**src/cop_mem_pkg.sv**
```systemverilog
//////////////////////////////
// Coprocessor load/store types
//////////////////////////////

package cop_mem_pkg;

    typedef logic [31:0] word_t;     // Bus word, data and addresses
    typedef logic [3:0]  ben_t;      // Byte lane enables
    typedef logic [1:0]  elem_idx_t; // Gather/scatter element, 0 goes first
    typedef logic [1:0]  wb_sel_t;   // {halfword index, byte index}

    typedef enum logic [3:0] {
        mem_op_lw,
        mem_op_lh,
        mem_op_lb,
        mem_op_sw,
        mem_op_sh,
        mem_op_sb,
        mem_op_gather_b,
        mem_op_gather_h,
        mem_op_scatter_b,
        mem_op_scatter_h
    } mem_op_t;

    localparam int SG_BYTE_ELEMS = 4;
    localparam int SG_HALF_ELEMS = 2;

    function automatic logic op_is_store(mem_op_t op);
        return op inside {mem_op_sw, mem_op_sh, mem_op_sb, mem_op_scatter_b, mem_op_scatter_h};
    endfunction

    function automatic logic op_is_word(mem_op_t op);
        return op inside {mem_op_lw, mem_op_sw};
    endfunction

    function automatic logic op_is_half(mem_op_t op);
        return op inside {mem_op_lh, mem_op_sh, mem_op_gather_h, mem_op_scatter_h};
    endfunction

    function automatic logic op_is_byte(mem_op_t op);
        return op inside {mem_op_lb, mem_op_sb, mem_op_gather_b, mem_op_scatter_b};
    endfunction

    function automatic logic op_is_sg(mem_op_t op);
        return op inside {mem_op_gather_b, mem_op_gather_h, mem_op_scatter_b, mem_op_scatter_h};
    endfunction

    // Index of the final element, 0 for single accesses
    function automatic elem_idx_t sg_last_idx(mem_op_t op);
        if (op inside {mem_op_gather_b, mem_op_scatter_b})
            return elem_idx_t'(SG_BYTE_ELEMS - 1);
        if (op inside {mem_op_gather_h, mem_op_scatter_h})
            return elem_idx_t'(SG_HALF_ELEMS - 1);
        return '0;
    endfunction

    // Element on the bus this cycle, one ahead while a response lands
    function automatic elem_idx_t req_elem_idx(elem_idx_t idx, logic resp_good);
        return idx + elem_idx_t'(resp_good);
    endfunction

endpackage

```
**src/cop_access_if.sv**
```systemverilog
//////////////////////////////
// Per-access state bundle
//////////////////////////////

`timescale 1ns/100ps

interface cop_access_if import cop_mem_pkg::*; ();

    mem_op_t   op;          // Operation of the current instruction
    elem_idx_t elem_idx;    // Element of the outstanding request
    logic [1:0] addr_lsbs;  // Low address bits of the outstanding request
    logic      misaligned;  // Address of the next request is illegal
    logic      resp_good;   // Response landed without error

    modport ctrl (
        input  op, misaligned,
        output elem_idx, addr_lsbs, resp_good
    );

    modport agen (
        input  op, elem_idx, resp_good,
        output misaligned
    );

    modport lanes (
        input  op, elem_idx, addr_lsbs, resp_good
    );

endinterface

```
**src/cop_mem_ctrl.sv**
```systemverilog
//////////////////////////////
// Load/store access sequencer
//////////////////////////////

`timescale 1ns/100ps

module cop_mem_ctrl import cop_mem_pkg::*; (
    input  logic       g_clk,
    input  logic       g_resetn,
    input  logic       ivalid,
    input  logic       mem_stall,
    input  logic       mem_error,
    input  logic [1:0] addr_lsbs_in,
    cop_access_if.ctrl acc,
    output logic       mem_cen,
    output logic       idone,
    output logic       addr_error,
    output logic       bus_error
);

    typedef enum logic [1:0] {
        st_idle,
        st_elem_1,
        st_elem_2,
        st_elem_3
    } ctrl_state_t;

    ctrl_state_t state;
    ctrl_state_t state_n;
    logic        outstanding;  // Request placed, response still owed
    logic        done_q;       // Finished, waiting for ivalid to drop
    logic [1:0]  addr_lsbs_q;
    logic        active;
    logic        completing;
    logic        last_elem;
    logic        can_issue;

    assign acc.elem_idx  = elem_idx_t'(state);  // State encodes the element
    assign acc.addr_lsbs = addr_lsbs_q;

    assign active        = ivalid && !done_q;
    assign completing    = outstanding && !mem_stall;
    assign acc.resp_good = completing && !mem_error;
    assign bus_error     = completing && mem_error;
    assign last_elem     = acc.elem_idx == sg_last_idx(acc.op);

    // First request, or the next element straight after a good response
    assign can_issue  = active && (!outstanding || (acc.resp_good && !last_elem));
    assign addr_error = can_issue && acc.misaligned;
    assign mem_cen    = (outstanding && mem_stall) || (can_issue && !acc.misaligned);
    assign idone      = addr_error || bus_error || (acc.resp_good && last_elem);

    always_comb begin
        state_n = state;
        case (state)
            st_idle: begin
                if (acc.resp_good && !last_elem)
                    state_n = st_elem_1;
            end
            st_elem_1: begin
                if (acc.resp_good && !last_elem)
                    state_n = st_elem_2;
            end
            st_elem_2: begin
                if (acc.resp_good && !last_elem)
                    state_n = st_elem_3;
            end
            default: begin
                state_n = state;  // Element 3 is always last
            end
        endcase
        if (idone)
            state_n = st_idle;  // Last element or any error
    end

    always_ff @(posedge g_clk) begin
        if (!g_resetn) begin
            state       <= st_idle;
            outstanding <= 1'b0;
            done_q      <= 1'b0;
        end else begin
            state       <= state_n;
            outstanding <= mem_cen;
            if (idone)
                done_q <= 1'b1;
            else if (!ivalid)
                done_q <= 1'b0;
        end
    end

    // Low bits of whatever request is on the bus
    always_ff @(posedge g_clk) begin
        if (mem_cen)
            addr_lsbs_q <= addr_lsbs_in;
    end

    a_idone_pulse: assert property (@(posedge g_clk) disable iff (!g_resetn)
        idone |=> !idone);

    a_cen_held: assert property (@(posedge g_clk) disable iff (!g_resetn)
        mem_cen ##1 mem_stall |-> mem_cen && !idone && $stable(addr_lsbs_in));

endmodule

```
**src/cop_mem_agen.sv**
```systemverilog
//////////////////////////////
// Address generator
//////////////////////////////

`timescale 1ns/100ps

module cop_mem_agen import cop_mem_pkg::*; (
    input  word_t      base,
    input  word_t      imm,
    input  word_t      data,
    cop_access_if.agen acc,
    output word_t      addr
);

    elem_idx_t req_idx;
    word_t     offset;
    logic      bad_word;
    logic      bad_half;

    assign req_idx = req_elem_idx(acc.elem_idx, acc.resp_good);

    // Scatter/gather offsets come from the elements of data
    always_comb begin
        if (!op_is_sg(acc.op)) begin
            offset = imm;
        end else if (op_is_byte(acc.op)) begin
            offset = {24'b0, data[{req_idx, 3'b000} +: 8]};
        end else begin
            offset = {16'b0, data[{req_idx[0], 4'b0000} +: 16]};
        end
    end

    assign addr = base + offset;

    assign bad_word       = op_is_word(acc.op) && (addr[1:0] != 2'b00);
    assign bad_half       = op_is_half(acc.op) && addr[0];
    assign acc.misaligned = bad_word || bad_half;

    // Byte accesses can never straddle a word
    always_comb begin
        if (op_is_byte(acc.op))
            a_byte_aligned: assert (!acc.misaligned)
                else $error("misaligned flagged for byte access at %h", addr);
    end

endmodule

```
**src/cop_mem_lanes.sv**
```systemverilog
//////////////////////////////
// Store and writeback lanes
//////////////////////////////

`timescale 1ns/100ps

module cop_mem_lanes import cop_mem_pkg::*; (
    input  word_t       addr,
    input  word_t       data,
    input  wb_sel_t     wb_sel,
    input  word_t       mem_rdata,
    cop_access_if.lanes acc,
    output logic        mem_wen,
    output word_t       mem_wdata,
    output ben_t        mem_ben,
    output ben_t        rd_ben,
    output word_t       rd_wdata
);

    elem_idx_t   req_idx;
    elem_idx_t   src_idx;    // Source element of the store
    logic [7:0]  st_byte;
    logic [15:0] st_half;
    logic [7:0]  ld_byte;
    logic [15:0] ld_half;
    logic [1:0]  dst_byte;   // Destination byte lane
    logic        dst_half;   // Destination halfword lane
    word_t       wb_data;
    ben_t        wb_ben;

    assign req_idx = req_elem_idx(acc.elem_idx, acc.resp_good);
    assign src_idx = op_is_sg(acc.op) ? req_idx : '0;
    assign st_byte = data[{src_idx, 3'b000} +: 8];
    assign st_half = data[{src_idx[0], 4'b0000} +: 16];
    assign mem_wen = op_is_store(acc.op);

    always_comb begin
        mem_wdata = '0;
        mem_ben   = '0;
        if (mem_wen) begin
            if (op_is_word(acc.op)) begin
                mem_wdata = data;
                mem_ben   = 4'b1111;
            end else if (op_is_half(acc.op)) begin
                mem_wdata = {16'b0, st_half} << {addr[1:0], 3'b000};
                mem_ben   = 4'b0011 << addr[1:0];
            end else begin
                mem_wdata = {24'b0, st_byte} << {addr[1:0], 3'b000};
                mem_ben   = 4'b0001 << addr[1:0];
            end
        end
    end

    always_comb begin
        if (mem_wen)
            a_store_ben: assert (mem_ben != '0)
                else $error("store with no byte enables");
    end

    // Loaded data comes from the lanes of the outstanding request
    assign ld_byte  = mem_rdata[{acc.addr_lsbs, 3'b000} +: 8];
    assign ld_half  = mem_rdata[{acc.addr_lsbs[1], 4'b0000} +: 16];
    assign dst_byte = op_is_sg(acc.op) ? acc.elem_idx : wb_sel;   // Gathers use element k
    assign dst_half = op_is_sg(acc.op) ? acc.elem_idx[0] : wb_sel[1];

    always_comb begin
        wb_data = '0;
        wb_ben  = '0;
        if (!mem_wen) begin
            if (op_is_word(acc.op)) begin
                wb_data = mem_rdata;
                wb_ben  = 4'b1111;
            end else if (op_is_half(acc.op)) begin
                wb_data = {16'b0, ld_half} << {dst_half, 4'b0000};
                wb_ben  = 4'b0011 << {dst_half, 1'b0};
            end else begin
                wb_data = {24'b0, ld_byte} << {dst_byte, 3'b000};
                wb_ben  = 4'b0001 << dst_byte;
            end
        end
    end

    assign rd_ben   = acc.resp_good ? wb_ben : '0;   // Only on good completions
    assign rd_wdata = acc.resp_good ? wb_data : '0;

endmodule

```
**src/cop_mem_top.sv**
```systemverilog
//////////////////////////////
// Coprocessor load/store unit
//////////////////////////////

`timescale 1ns/100ps

module cop_mem_top import cop_mem_pkg::*; (
    input  logic    g_clk,
    input  logic    g_resetn,
    input  logic    ivalid,
    input  mem_op_t op,
    input  word_t   base,
    input  word_t   data,
    input  word_t   imm,
    input  wb_sel_t wb_sel,
    input  word_t   mem_rdata,
    input  logic    mem_stall,
    input  logic    mem_error,
    output logic    idone,
    output logic    addr_error,
    output logic    bus_error,
    output ben_t    rd_ben,
    output word_t   rd_wdata,
    output logic    mem_cen,
    output logic    mem_wen,
    output word_t   mem_addr,
    output word_t   mem_wdata,
    output ben_t    mem_ben
);

    word_t addr;  // Byte address of the current request

    cop_access_if acc_if ();

    assign acc_if.op = op;
    assign mem_addr  = {addr[31:2], 2'b00};  // Bus sees word addresses only

    cop_mem_ctrl ctrl_i (
        .g_clk        (g_clk),
        .g_resetn     (g_resetn),
        .ivalid       (ivalid),
        .mem_stall    (mem_stall),
        .mem_error    (mem_error),
        .addr_lsbs_in (addr[1:0]),
        .acc          (acc_if.ctrl),
        .mem_cen      (mem_cen),
        .idone        (idone),
        .addr_error   (addr_error),
        .bus_error    (bus_error)
    );

    cop_mem_agen agen_i (
        .base (base),
        .imm  (imm),
        .data (data),
        .acc  (acc_if.agen),
        .addr (addr)
    );

    cop_mem_lanes lanes_i (
        .addr      (addr),
        .data      (data),
        .wb_sel    (wb_sel),
        .mem_rdata (mem_rdata),
        .acc       (acc_if.lanes),
        .mem_wen   (mem_wen),
        .mem_wdata (mem_wdata),
        .mem_ben   (mem_ben),
        .rd_ben    (rd_ben),
        .rd_wdata  (rd_wdata)
    );

    // A stalled request keeps its whole payload on the bus
    a_stall_payload: assert property (@(posedge g_clk) disable iff (!g_resetn)
        mem_cen ##1 mem_stall |-> $stable(mem_addr) && $stable(mem_wen)
                                  && $stable(mem_wdata) && $stable(mem_ben));

endmodule

```
**config.mk**
```make
export PLATFORM = sky130hd
export DESIGN_NAME = cop_mem_top
export DESIGN_NICKNAME = d
export VERILOG_FILES = /design/src/cop_mem_pkg.sv /design/src/cop_access_if.sv /design/src/cop_mem_ctrl.sv /design/src/cop_mem_agen.sv /design/src/cop_mem_lanes.sv /design/src/cop_mem_top.sv
export SDC_FILE = /design/constraint.sdc
export NUM_CORES = 1
export LEC_CHECK = 0
export BUFFER_PORTS_ARGS = -buffer_cell sky130_fd_sc_hd__buf_4
export CAP_MARGIN = 10
export CORE_MARGIN = 4
export CORE_UTILIZATION = 40
export CTS_CLUSTER_SIZE = 40
export DETAILED_ROUTE_END_ITERATION = 16
export PLACE_DENSITY = 0.76
export SKIP_CTS_REPAIR_TIMING = 1
export SYNTH_ARGS = -nofsm -noshare
export SYNTH_HDL_FRONTEND = slang
export SYNTH_SLANG_ARGS = --single-unit
export TNS_END_PERCENT = 30
```
**constraint.sdc**
```tcl
create_clock -name g_clk -period 20.8 [get_ports g_clk]
set_input_delay 5.2 -clock g_clk [delete_from_list [all_inputs] [get_ports g_clk]]
set_output_delay 5.2 -clock g_clk [all_outputs]
set_load 0.1 [all_outputs]
```
# Yosys cells after proc, flatten, opt, wreduce, memory -nomap -nowiden

Index checks and enable logic that the tools add are counted.

Word-level logic and storage cells: 105
Output and inout port bits: 109
Flip-flop bits (word level): 6

Reductions and logical operators: 36
Muxes and demuxes: 32
Bitwise logic cells: 1
Add/subtract/negate cells: 2
Shifts and indexed selects: 14
Equal/unequal tests: 16

Operator list:

| kind                                                                    | number |
|---|---|
| 32-bit 2-to-1 mux                                                       | 8 |
| 32-bit by 6-bit variable part select with 16-bit output                 | 3 |
| 32-bit by 6-bit variable part select with 8-bit output                  | 3 |
| 16-bit by 5-bit << shifter with 32-bit output                           | 2 |
| 8-bit by 5-bit << shifter with 32-bit output                            | 2 |
| 32-bit adder                                                            | 1 |
| 4-bit 2-to-1 mux                                                        | 7 |
| 2-bit 2-to-1 mux                                                        | 9 |
| 4-bit by 3-bit equality test with 1-bit output, second input constant   | 4 |
| 16-bit 2-to-1 mux                                                       | 1 |
| 1-bit logical AND                                                       | 12 |
| 4-bit nonzero test                                                      | 3 |
| 4-bit by 2-bit equality test with 1-bit output, second input constant   | 2 |
| 4-bit equality test, second input constant                              | 2 |
| 2-bit by 1-bit inequality test with 1-bit output, second input constant | 4 |
| 2-bit nonzero test                                                      | 4 |
| 1-bit by 2-bit << shifter with 4-bit output, first input constant       | 2 |
| 2-bit by 2-bit << shifter with 4-bit output, first input constant       | 2 |
| 1-bit zero test                                                         | 6 |
| 1-bit 2-to-1 mux                                                        | 6 |
| 2-bit one-hot mux with 3 select lines                                   | 1 |
| 1-bit logical OR                                                        | 5 |
| 5-bit nonzero test                                                      | 1 |
| 4-bit by 1-bit equality test with 1-bit output, second input constant   | 1 |
| 10 further kinds                                                        | 10 |

# Longest topological paths before layout

Depth in word-level cells: 15
Depth in mapped cells: 19
Mapped depth without buffers: 17

# Cells and area by module

Synthesis repeated with hierarchy kept, for this count alone.

Cells, all modules: 865
Area total of the unflattened synthesis: 6048.3 um2

Modules (own cells, without submodules):

| module        | instances | area an instance (um2) | cells an instance | sequential area each (um2) |
|---|---|---|---|---|
| cop_mem_lanes | 1         | 2876.5                 | 424               | 0.0 |
| cop_mem_agen  | 1         | 2672.6                 | 385               | 0.0 |
| cop_mem_ctrl  | 1         | 480.5                  | 53                | 140.1 |
| cop_mem_top   | 1         | 18.8                   | 3                 | 0.0 |

# Worst setup path before layout

OpenSTA, ideal clock, no wires.

Path kind: input -> output
Start point: input port mem_stall
End point: output port mem_wdata[0]
Stages: 14
Setup slack: 5.215 ns
Arrival time: 10.385 ns
Required time: 15.600 ns
Path buffers: 1
Cells stage by stage: nor3b_1 > ha_1 > xor2_2 > buf_4 > nand2_2 > mux2i_1 > o21ai_0 > mux2_2 > ha_1 > inv_1 > fa_1 > nand2b_1 > a21oi_1 > and2_1

Word-level cells in the longest chain between the ends: 12
Elaborated cells between the ends (all ways): 17
Those cells by class: add/sub (2); shift (6); mux (6); reduce/logical (3)

Ends and longest elaborated chain:

| what                                                                                                                              | RTL line                                 | source |
|---|---|---|
| start: declaration                                                                                                                | cop_mem_top.sv:17                        | `input logic mem_stall,` |
| 1-bit zero test (*)                                                                                                               | cop_mem_ctrl.sv:42                       | `assign completing = outstanding && !mem_stall;` |
| 1-bit logical AND (*)                                                                                                             | cop_mem_ctrl.sv:42                       |  |
| 1-bit logical AND (*)                                                                                                             | cop_mem_ctrl.sv:43                       | `assign acc.resp_good = completing && !mem_error;` |
| 2-bit by 1-bit adder with 2-bit output (*)                                                                                        | cop_mem_pkg.sv:59                        | `return idx + elem_idx_t'(resp_good);` |
| 32-bit by 6-bit variable part select with 16-bit output or 32-bit by 6-bit variable part select with 8-bit output (tied branches) | cop_mem_agen.sv:29, cop_mem_agen.sv:27   |  |
| 16-bit 2-to-1 mux                                                                                                                 | cop_mem_agen.sv:26                       | `end else if (op_is_byte(acc.op)) begin` |
| 32-bit 2-to-1 mux                                                                                                                 | cop_mem_agen.sv:24                       | `if (!op_is_sg(acc.op)) begin` |
| 32-bit adder                                                                                                                      | cop_mem_agen.sv:33                       | `assign addr = base + offset;` |
| 16-bit by 5-bit << shifter with 32-bit output or 8-bit by 5-bit << shifter with 32-bit output (tied branches)                     | cop_mem_lanes.sv:45, cop_mem_lanes.sv:48 |  |
| 32-bit 2-to-1 mux (*)                                                                                                             | cop_mem_lanes.sv:44                      | `end else if (op_is_half(acc.op)) begin` |
| 32-bit 2-to-1 mux (*)                                                                                                             | cop_mem_lanes.sv:41                      | `if (op_is_word(acc.op)) begin` |
| 32-bit 2-to-1 mux (*)                                                                                                             | cop_mem_lanes.sv:40                      | `if (mem_wen) begin` |
| end: declaration                                                                                                                  | cop_mem_top.sv:27                        | `output word_t mem_wdata,` |

Every way passes the cells marked *; elsewhere a longest branch is shown, timed or not.

# Worst setup path after layout

Start point: input port mem_stall
End point: output port mem_addr[24]

Word-level cells in the longest chain between the ends: 8
Elaborated cells between the ends (all ways): 9
Those cells by class: add/sub (2); shift (2); mux (2); reduce/logical (3)

Ends and longest elaborated chain:

| what                                                                                                                              | RTL line                               | source |
|---|---|---|
| 1-bit zero test (*)                                                                                                               | cop_mem_ctrl.sv:42                     |  |
| 1-bit logical AND (*)                                                                                                             | cop_mem_ctrl.sv:42                     |  |
| 1-bit logical AND (*)                                                                                                             | cop_mem_ctrl.sv:43                     |  |
| 2-bit by 1-bit adder with 2-bit output (*)                                                                                        | cop_mem_pkg.sv:59                      |  |
| 32-bit by 6-bit variable part select with 16-bit output or 32-bit by 6-bit variable part select with 8-bit output (tied branches) | cop_mem_agen.sv:29, cop_mem_agen.sv:27 |  |
| 16-bit 2-to-1 mux (*)                                                                                                             | cop_mem_agen.sv:26                     |  |
| 32-bit 2-to-1 mux (*)                                                                                                             | cop_mem_agen.sv:24                     |  |
| 32-bit adder (*)                                                                                                                  | cop_mem_agen.sv:33                     |  |
| end: declaration                                                                                                                  | cop_mem_top.sv:26                      | `output word_t mem_addr,` |

Marked as above.

==> impl.org <==
** CTS
- Clock latency reported for the late side of the worst-skew pair :: 0.23 ns
- Total CTS buffers :: 3
- Root buffer cell :: sky130_fd_sc_hd__clkbuf_16
- H-tree levels :: 1
- The longest clock path from root to sink contains 2 buffers.
- TritonCTS built the clock tree.
- CTS saw 6 sinks.
- Clock transition at the register clock pins on the worst setup and hold paths after CTS :: 0.04 ns

** Worst setup path
- Critical path data required time :: 15.60 ns
- Cells traversed along the worst timing path :: buf_4 > nor3b_1 > ha_1 > xor2_2 > nand2_2 > mux2i_1 > o21ai_0 > mux2_2 > ha_1 > inv_1 > fa_1 > nor2b_1 > o2111ai_1 > a211oi_1 > o211ai_1 > nor4b_1 > nor4_1 > buf_4
- STA classifies the critical path endpoint as a primary output.
- The setup path with the least slack is of type in2out.
- Type of origin of the critical path :: primary input
- The slowest stage of the critical path belongs to the cell sky130_fd_sc_hd__xor2_2.
- The largest single stage delay on the critical path is 0.80 ns.
- Along the worst path, the maximum fanout reaches 18.
- Crit path DAT :: 10.66 ns

** Floorplanning
- The die covers 0.0159 mm².
- Chip height :: 126 µm
- The initial utilization of the core area, before any placement, comes to 0.415.
- Boundary pin count :: 248
- Die Span X :: 126 µm
- The floorplan has 42 rows.
- Std-Cell Core Area :: 0.0135 mm²

** Route
- Routed via count :: 7080
- The count of nets left with antenna violations once routing finished came out at 0.
- Vias/cell :: 6.17
- Number of DRC violations after detailed-routing iteration 0 :: 720
- For this run, the detailed router's first-pass iteration total came to 10.
- DR WL/cell :: 18.9 µm
- The routed design has 21700 µm of wire.
- DRC Markers :: 0

** Synth
- After synthesis the cells add up to 0.00558 mm².
- Yosys mapped a number of flops with a built-in enable equal to 2.
- Flip-flop and latch count after synthesis :: 6
- Synthesis produced 805 cells.
- Synthesized area per cell :: 6.93 µm²
- The share of the Yosys chip area taken by registers is 0.0251.
- Fraction of synthesis flops using an asynchronous set or reset pin :: 0
- Count of unique library cells instantiated by Yosys :: 77
- Primary flip-flop cell chosen by synthesis mapping :: sky130_fd_sc_hd__dfxtp_1
- Warnings from Yosys :: 0

** Global route
- Pin count of the biggest net entering global routing :: 93
- Final global-route overflow total :: 0
- The number of global-route vias before repair is 6484.
- The number of antenna violations at the first check in global routing came to 0.
- Global-route wire length before repair :: 33600 µm
- Total routing resource utilization after global routing :: 0.248

** Layout
- Area used by multi-input combinational logic :: 0.00489 mm²
- Antenna Diode Count :: 0
- Most common library cell in the layout ignoring fill and taps :: sky130_fd_sc_hd__buf_4
- Compared with the post-synthesis result, the final layout area differs by 30.5%.
- In the final layout, the share of cells above drive strength 1 is 0.319.
- FF+latch area :: 140 µm²
- Final net count :: 1150
- The library cells used most frequently in the layout, excluding fill and tap cells, are sky130_fd_sc_hd__buf_4, sky130_fd_sc_hd__nor2_1, sky130_fd_sc_hd__o21ai_0.
- The layout has 1409 filler cells.

** STA
- Unrepaired setup endpoints after global routing :: false
- Of the available clock period, the critical path in the final layout requires 0.762.
- Setup violations remaining at the end of the flow were counted as 0.
- Based on the critical path, the design can be clocked at up to 63.1 MHz.
- Final Slew Violations :: 0
- Measured slew at the worst slew-check pin :: 1.18 ns
- Skew final :: 0.00396 ns
- The number of hold-slack violations in the final timing report is 0.
- In the final timing run, aggregate negative setup slack is 0 ns.
- Slew margin rel. :: 0.210
- The routed design could run at a clock period as short as 15.86 ns.

** Power and ir drop
- For this design the ratio of total power to cell area is 63.9 mW/mm².
- Reported leakage power :: 3.26 nW
- The design draws 465 µW.
- IR analysis of the VDD net gives a maximum drop of 89.9 µV.

** Min path
- The worst hold path belongs to the class reg2reg.

** Job
- Max-cap violations in this run came to 0.

** Place
- Input and output buffers added on the ports amount to 245.
- Final RePlAce weighted congestion :: 0.955
- Final HPWL from detailed placement :: 17100 µm

** Status
- Outcome :: finished, final reports clean
==> area by class of cell <==
type,count,share of cell area
multi-input cells,694,0.672
well taps,176,0.0303
clock buffers,4,0.0108
repair buffers,250,0.258
inverters,18,0.00928
flip-flops and latches,6,0.0193
==> worst max-delay path, delay by kind of cell <==
kind            cells  cell delay (ns)
simple gates        5             1.65
buf+inv             3             0.55
xor+xnor            1             0.80
fa+ha+maj           3             0.94
compound gates      4             1.15
mux                 2             0.36
==> worst paths after layout <==
check	from	endpoint	slack (ns)	cells after the start
worst max-delay path	mem_stall	mem_addr[24]	4.94	18
worst min-delay path	ctrl_i.done_q$_SDFFE_PN0P_	ctrl_i.done_q$_SDFFE_PN0P_	0.57	2
worst max register to register	ctrl_i.outstanding$_SDFF_PN0_	ctrl_i.acc.elem_idx[0]$_SDFFE_PP0P_	15.40	16
worst min register to register	ctrl_i.done_q$_SDFFE_PN0P_	ctrl_i.done_q$_SDFFE_PN0P_	0.57	2
==> logic make-up (layout without fill, tap and decap cells) <==
logic type | after synthesis | count (layout) | share of synthesized area
AO/OA/AOI/OAI | 284 | 284 | 0.369
flip-flops | 6 | 6 | 0.0251
AND/OR/NAND/NOR | 272 | 272 | 0.244
buffers and inverters | 106 | 272 | 0.100
multiplexers | 69 | 69 | 0.128
XOR/XNOR | 29 | 29 | 0.0469
other | 1 | 2 | 0.000672
adder cells (fa/ha/maj) | 38 | 38 | 0.0866
==> report_power, final <==
group	internal (mW)	switching, mW	total, mW
sequential	0.0139	0.00479	0.0187
clock	0.0254	0.00659	0.0320
combinational	0.115	0.299	0.414
==> cells in the mapped netlist, drive strengths merged (3+ instances only) <==
cell type | number | area, µm²
o31ai | 14 | 110
a211oi | 23 | 178
o2111ai | 5 | 43.8
and2 | 12 | 75.1
o221a | 16 | 180
nand2 | 49 | 186
and3b | 3 | 26.3
nor2 | 89 | 334
nor4b | 3 | 26.3
nand3b | 3 | 22.5
nand2b | 7 | 43.8
dfxtp | 4 | 80.1
o21ai | 70 | 354
clkbuf | 33 | 124
and3 | 19 | 119
a222oi | 16 | 160
mux2i | 51 | 510
nor4 | 4 | 25.0
o221ai | 24 | 216
xnor2 | 20 | 175
mux2 | 18 | 203
xor2 | 9 | 86.3
a21o | 16 | 120
a21oi | 44 | 231
buf | 55 | 368
or3b | 3 | 28.8
ha | 37 | 463
inv | 17 | 63.8
or2 | 3 | 18.8
a31oi | 9 | 56.3
a221oi | 3 | 26.3
nor3b | 5 | 42.5
nand4 | 3 | 18.8
nor3 | 38 | 195
a311oi | 4 | 35.0
o21a | 3 | 22.5
nor2b | 13 | 81.3
o211ai | 19 | 148
nand3 | 11 | 55.1
==> per-layer routing <==
metal	wire, µm	global-route usage
met1	9680	0.359
met2	9980	0.404
met3	1680	0.0250
met4	335	0.0379
met5	0	0
==> through the flow <==
step | cell area [µm²] | util | setup slack (ns) | std cells | hold slack (ns)
6_report | 7280 | 0.541 | 4.94 | 1148 | 0.570
5_1_grt | 7280 | 0.541 | 4.41 | 1148 | 0.627
4_1_cts | 7280 | 0.541 | 5.03 | 1148 | 0.569
3_5_place_dp | 7200 | 0.535 | 5.06 | 1144 | 0.535
3_3_place_gp | 7200 | 0.535 | 5.23 | 1144 | 0.534
2_1_floorplan | 5580 | - | 5.21 | 806 | 0.511
==> flip-flops by register name, indices dropped and copies added (netlist names) <==
signal / cells
ctrl_i.outstanding: 1
ctrl_i.acc.addr_lsbs: 2
ctrl_i.acc.elem_idx: 2
ctrl_i.done_q: 1
No activity file was read; power rests on OpenSTA's default activity.
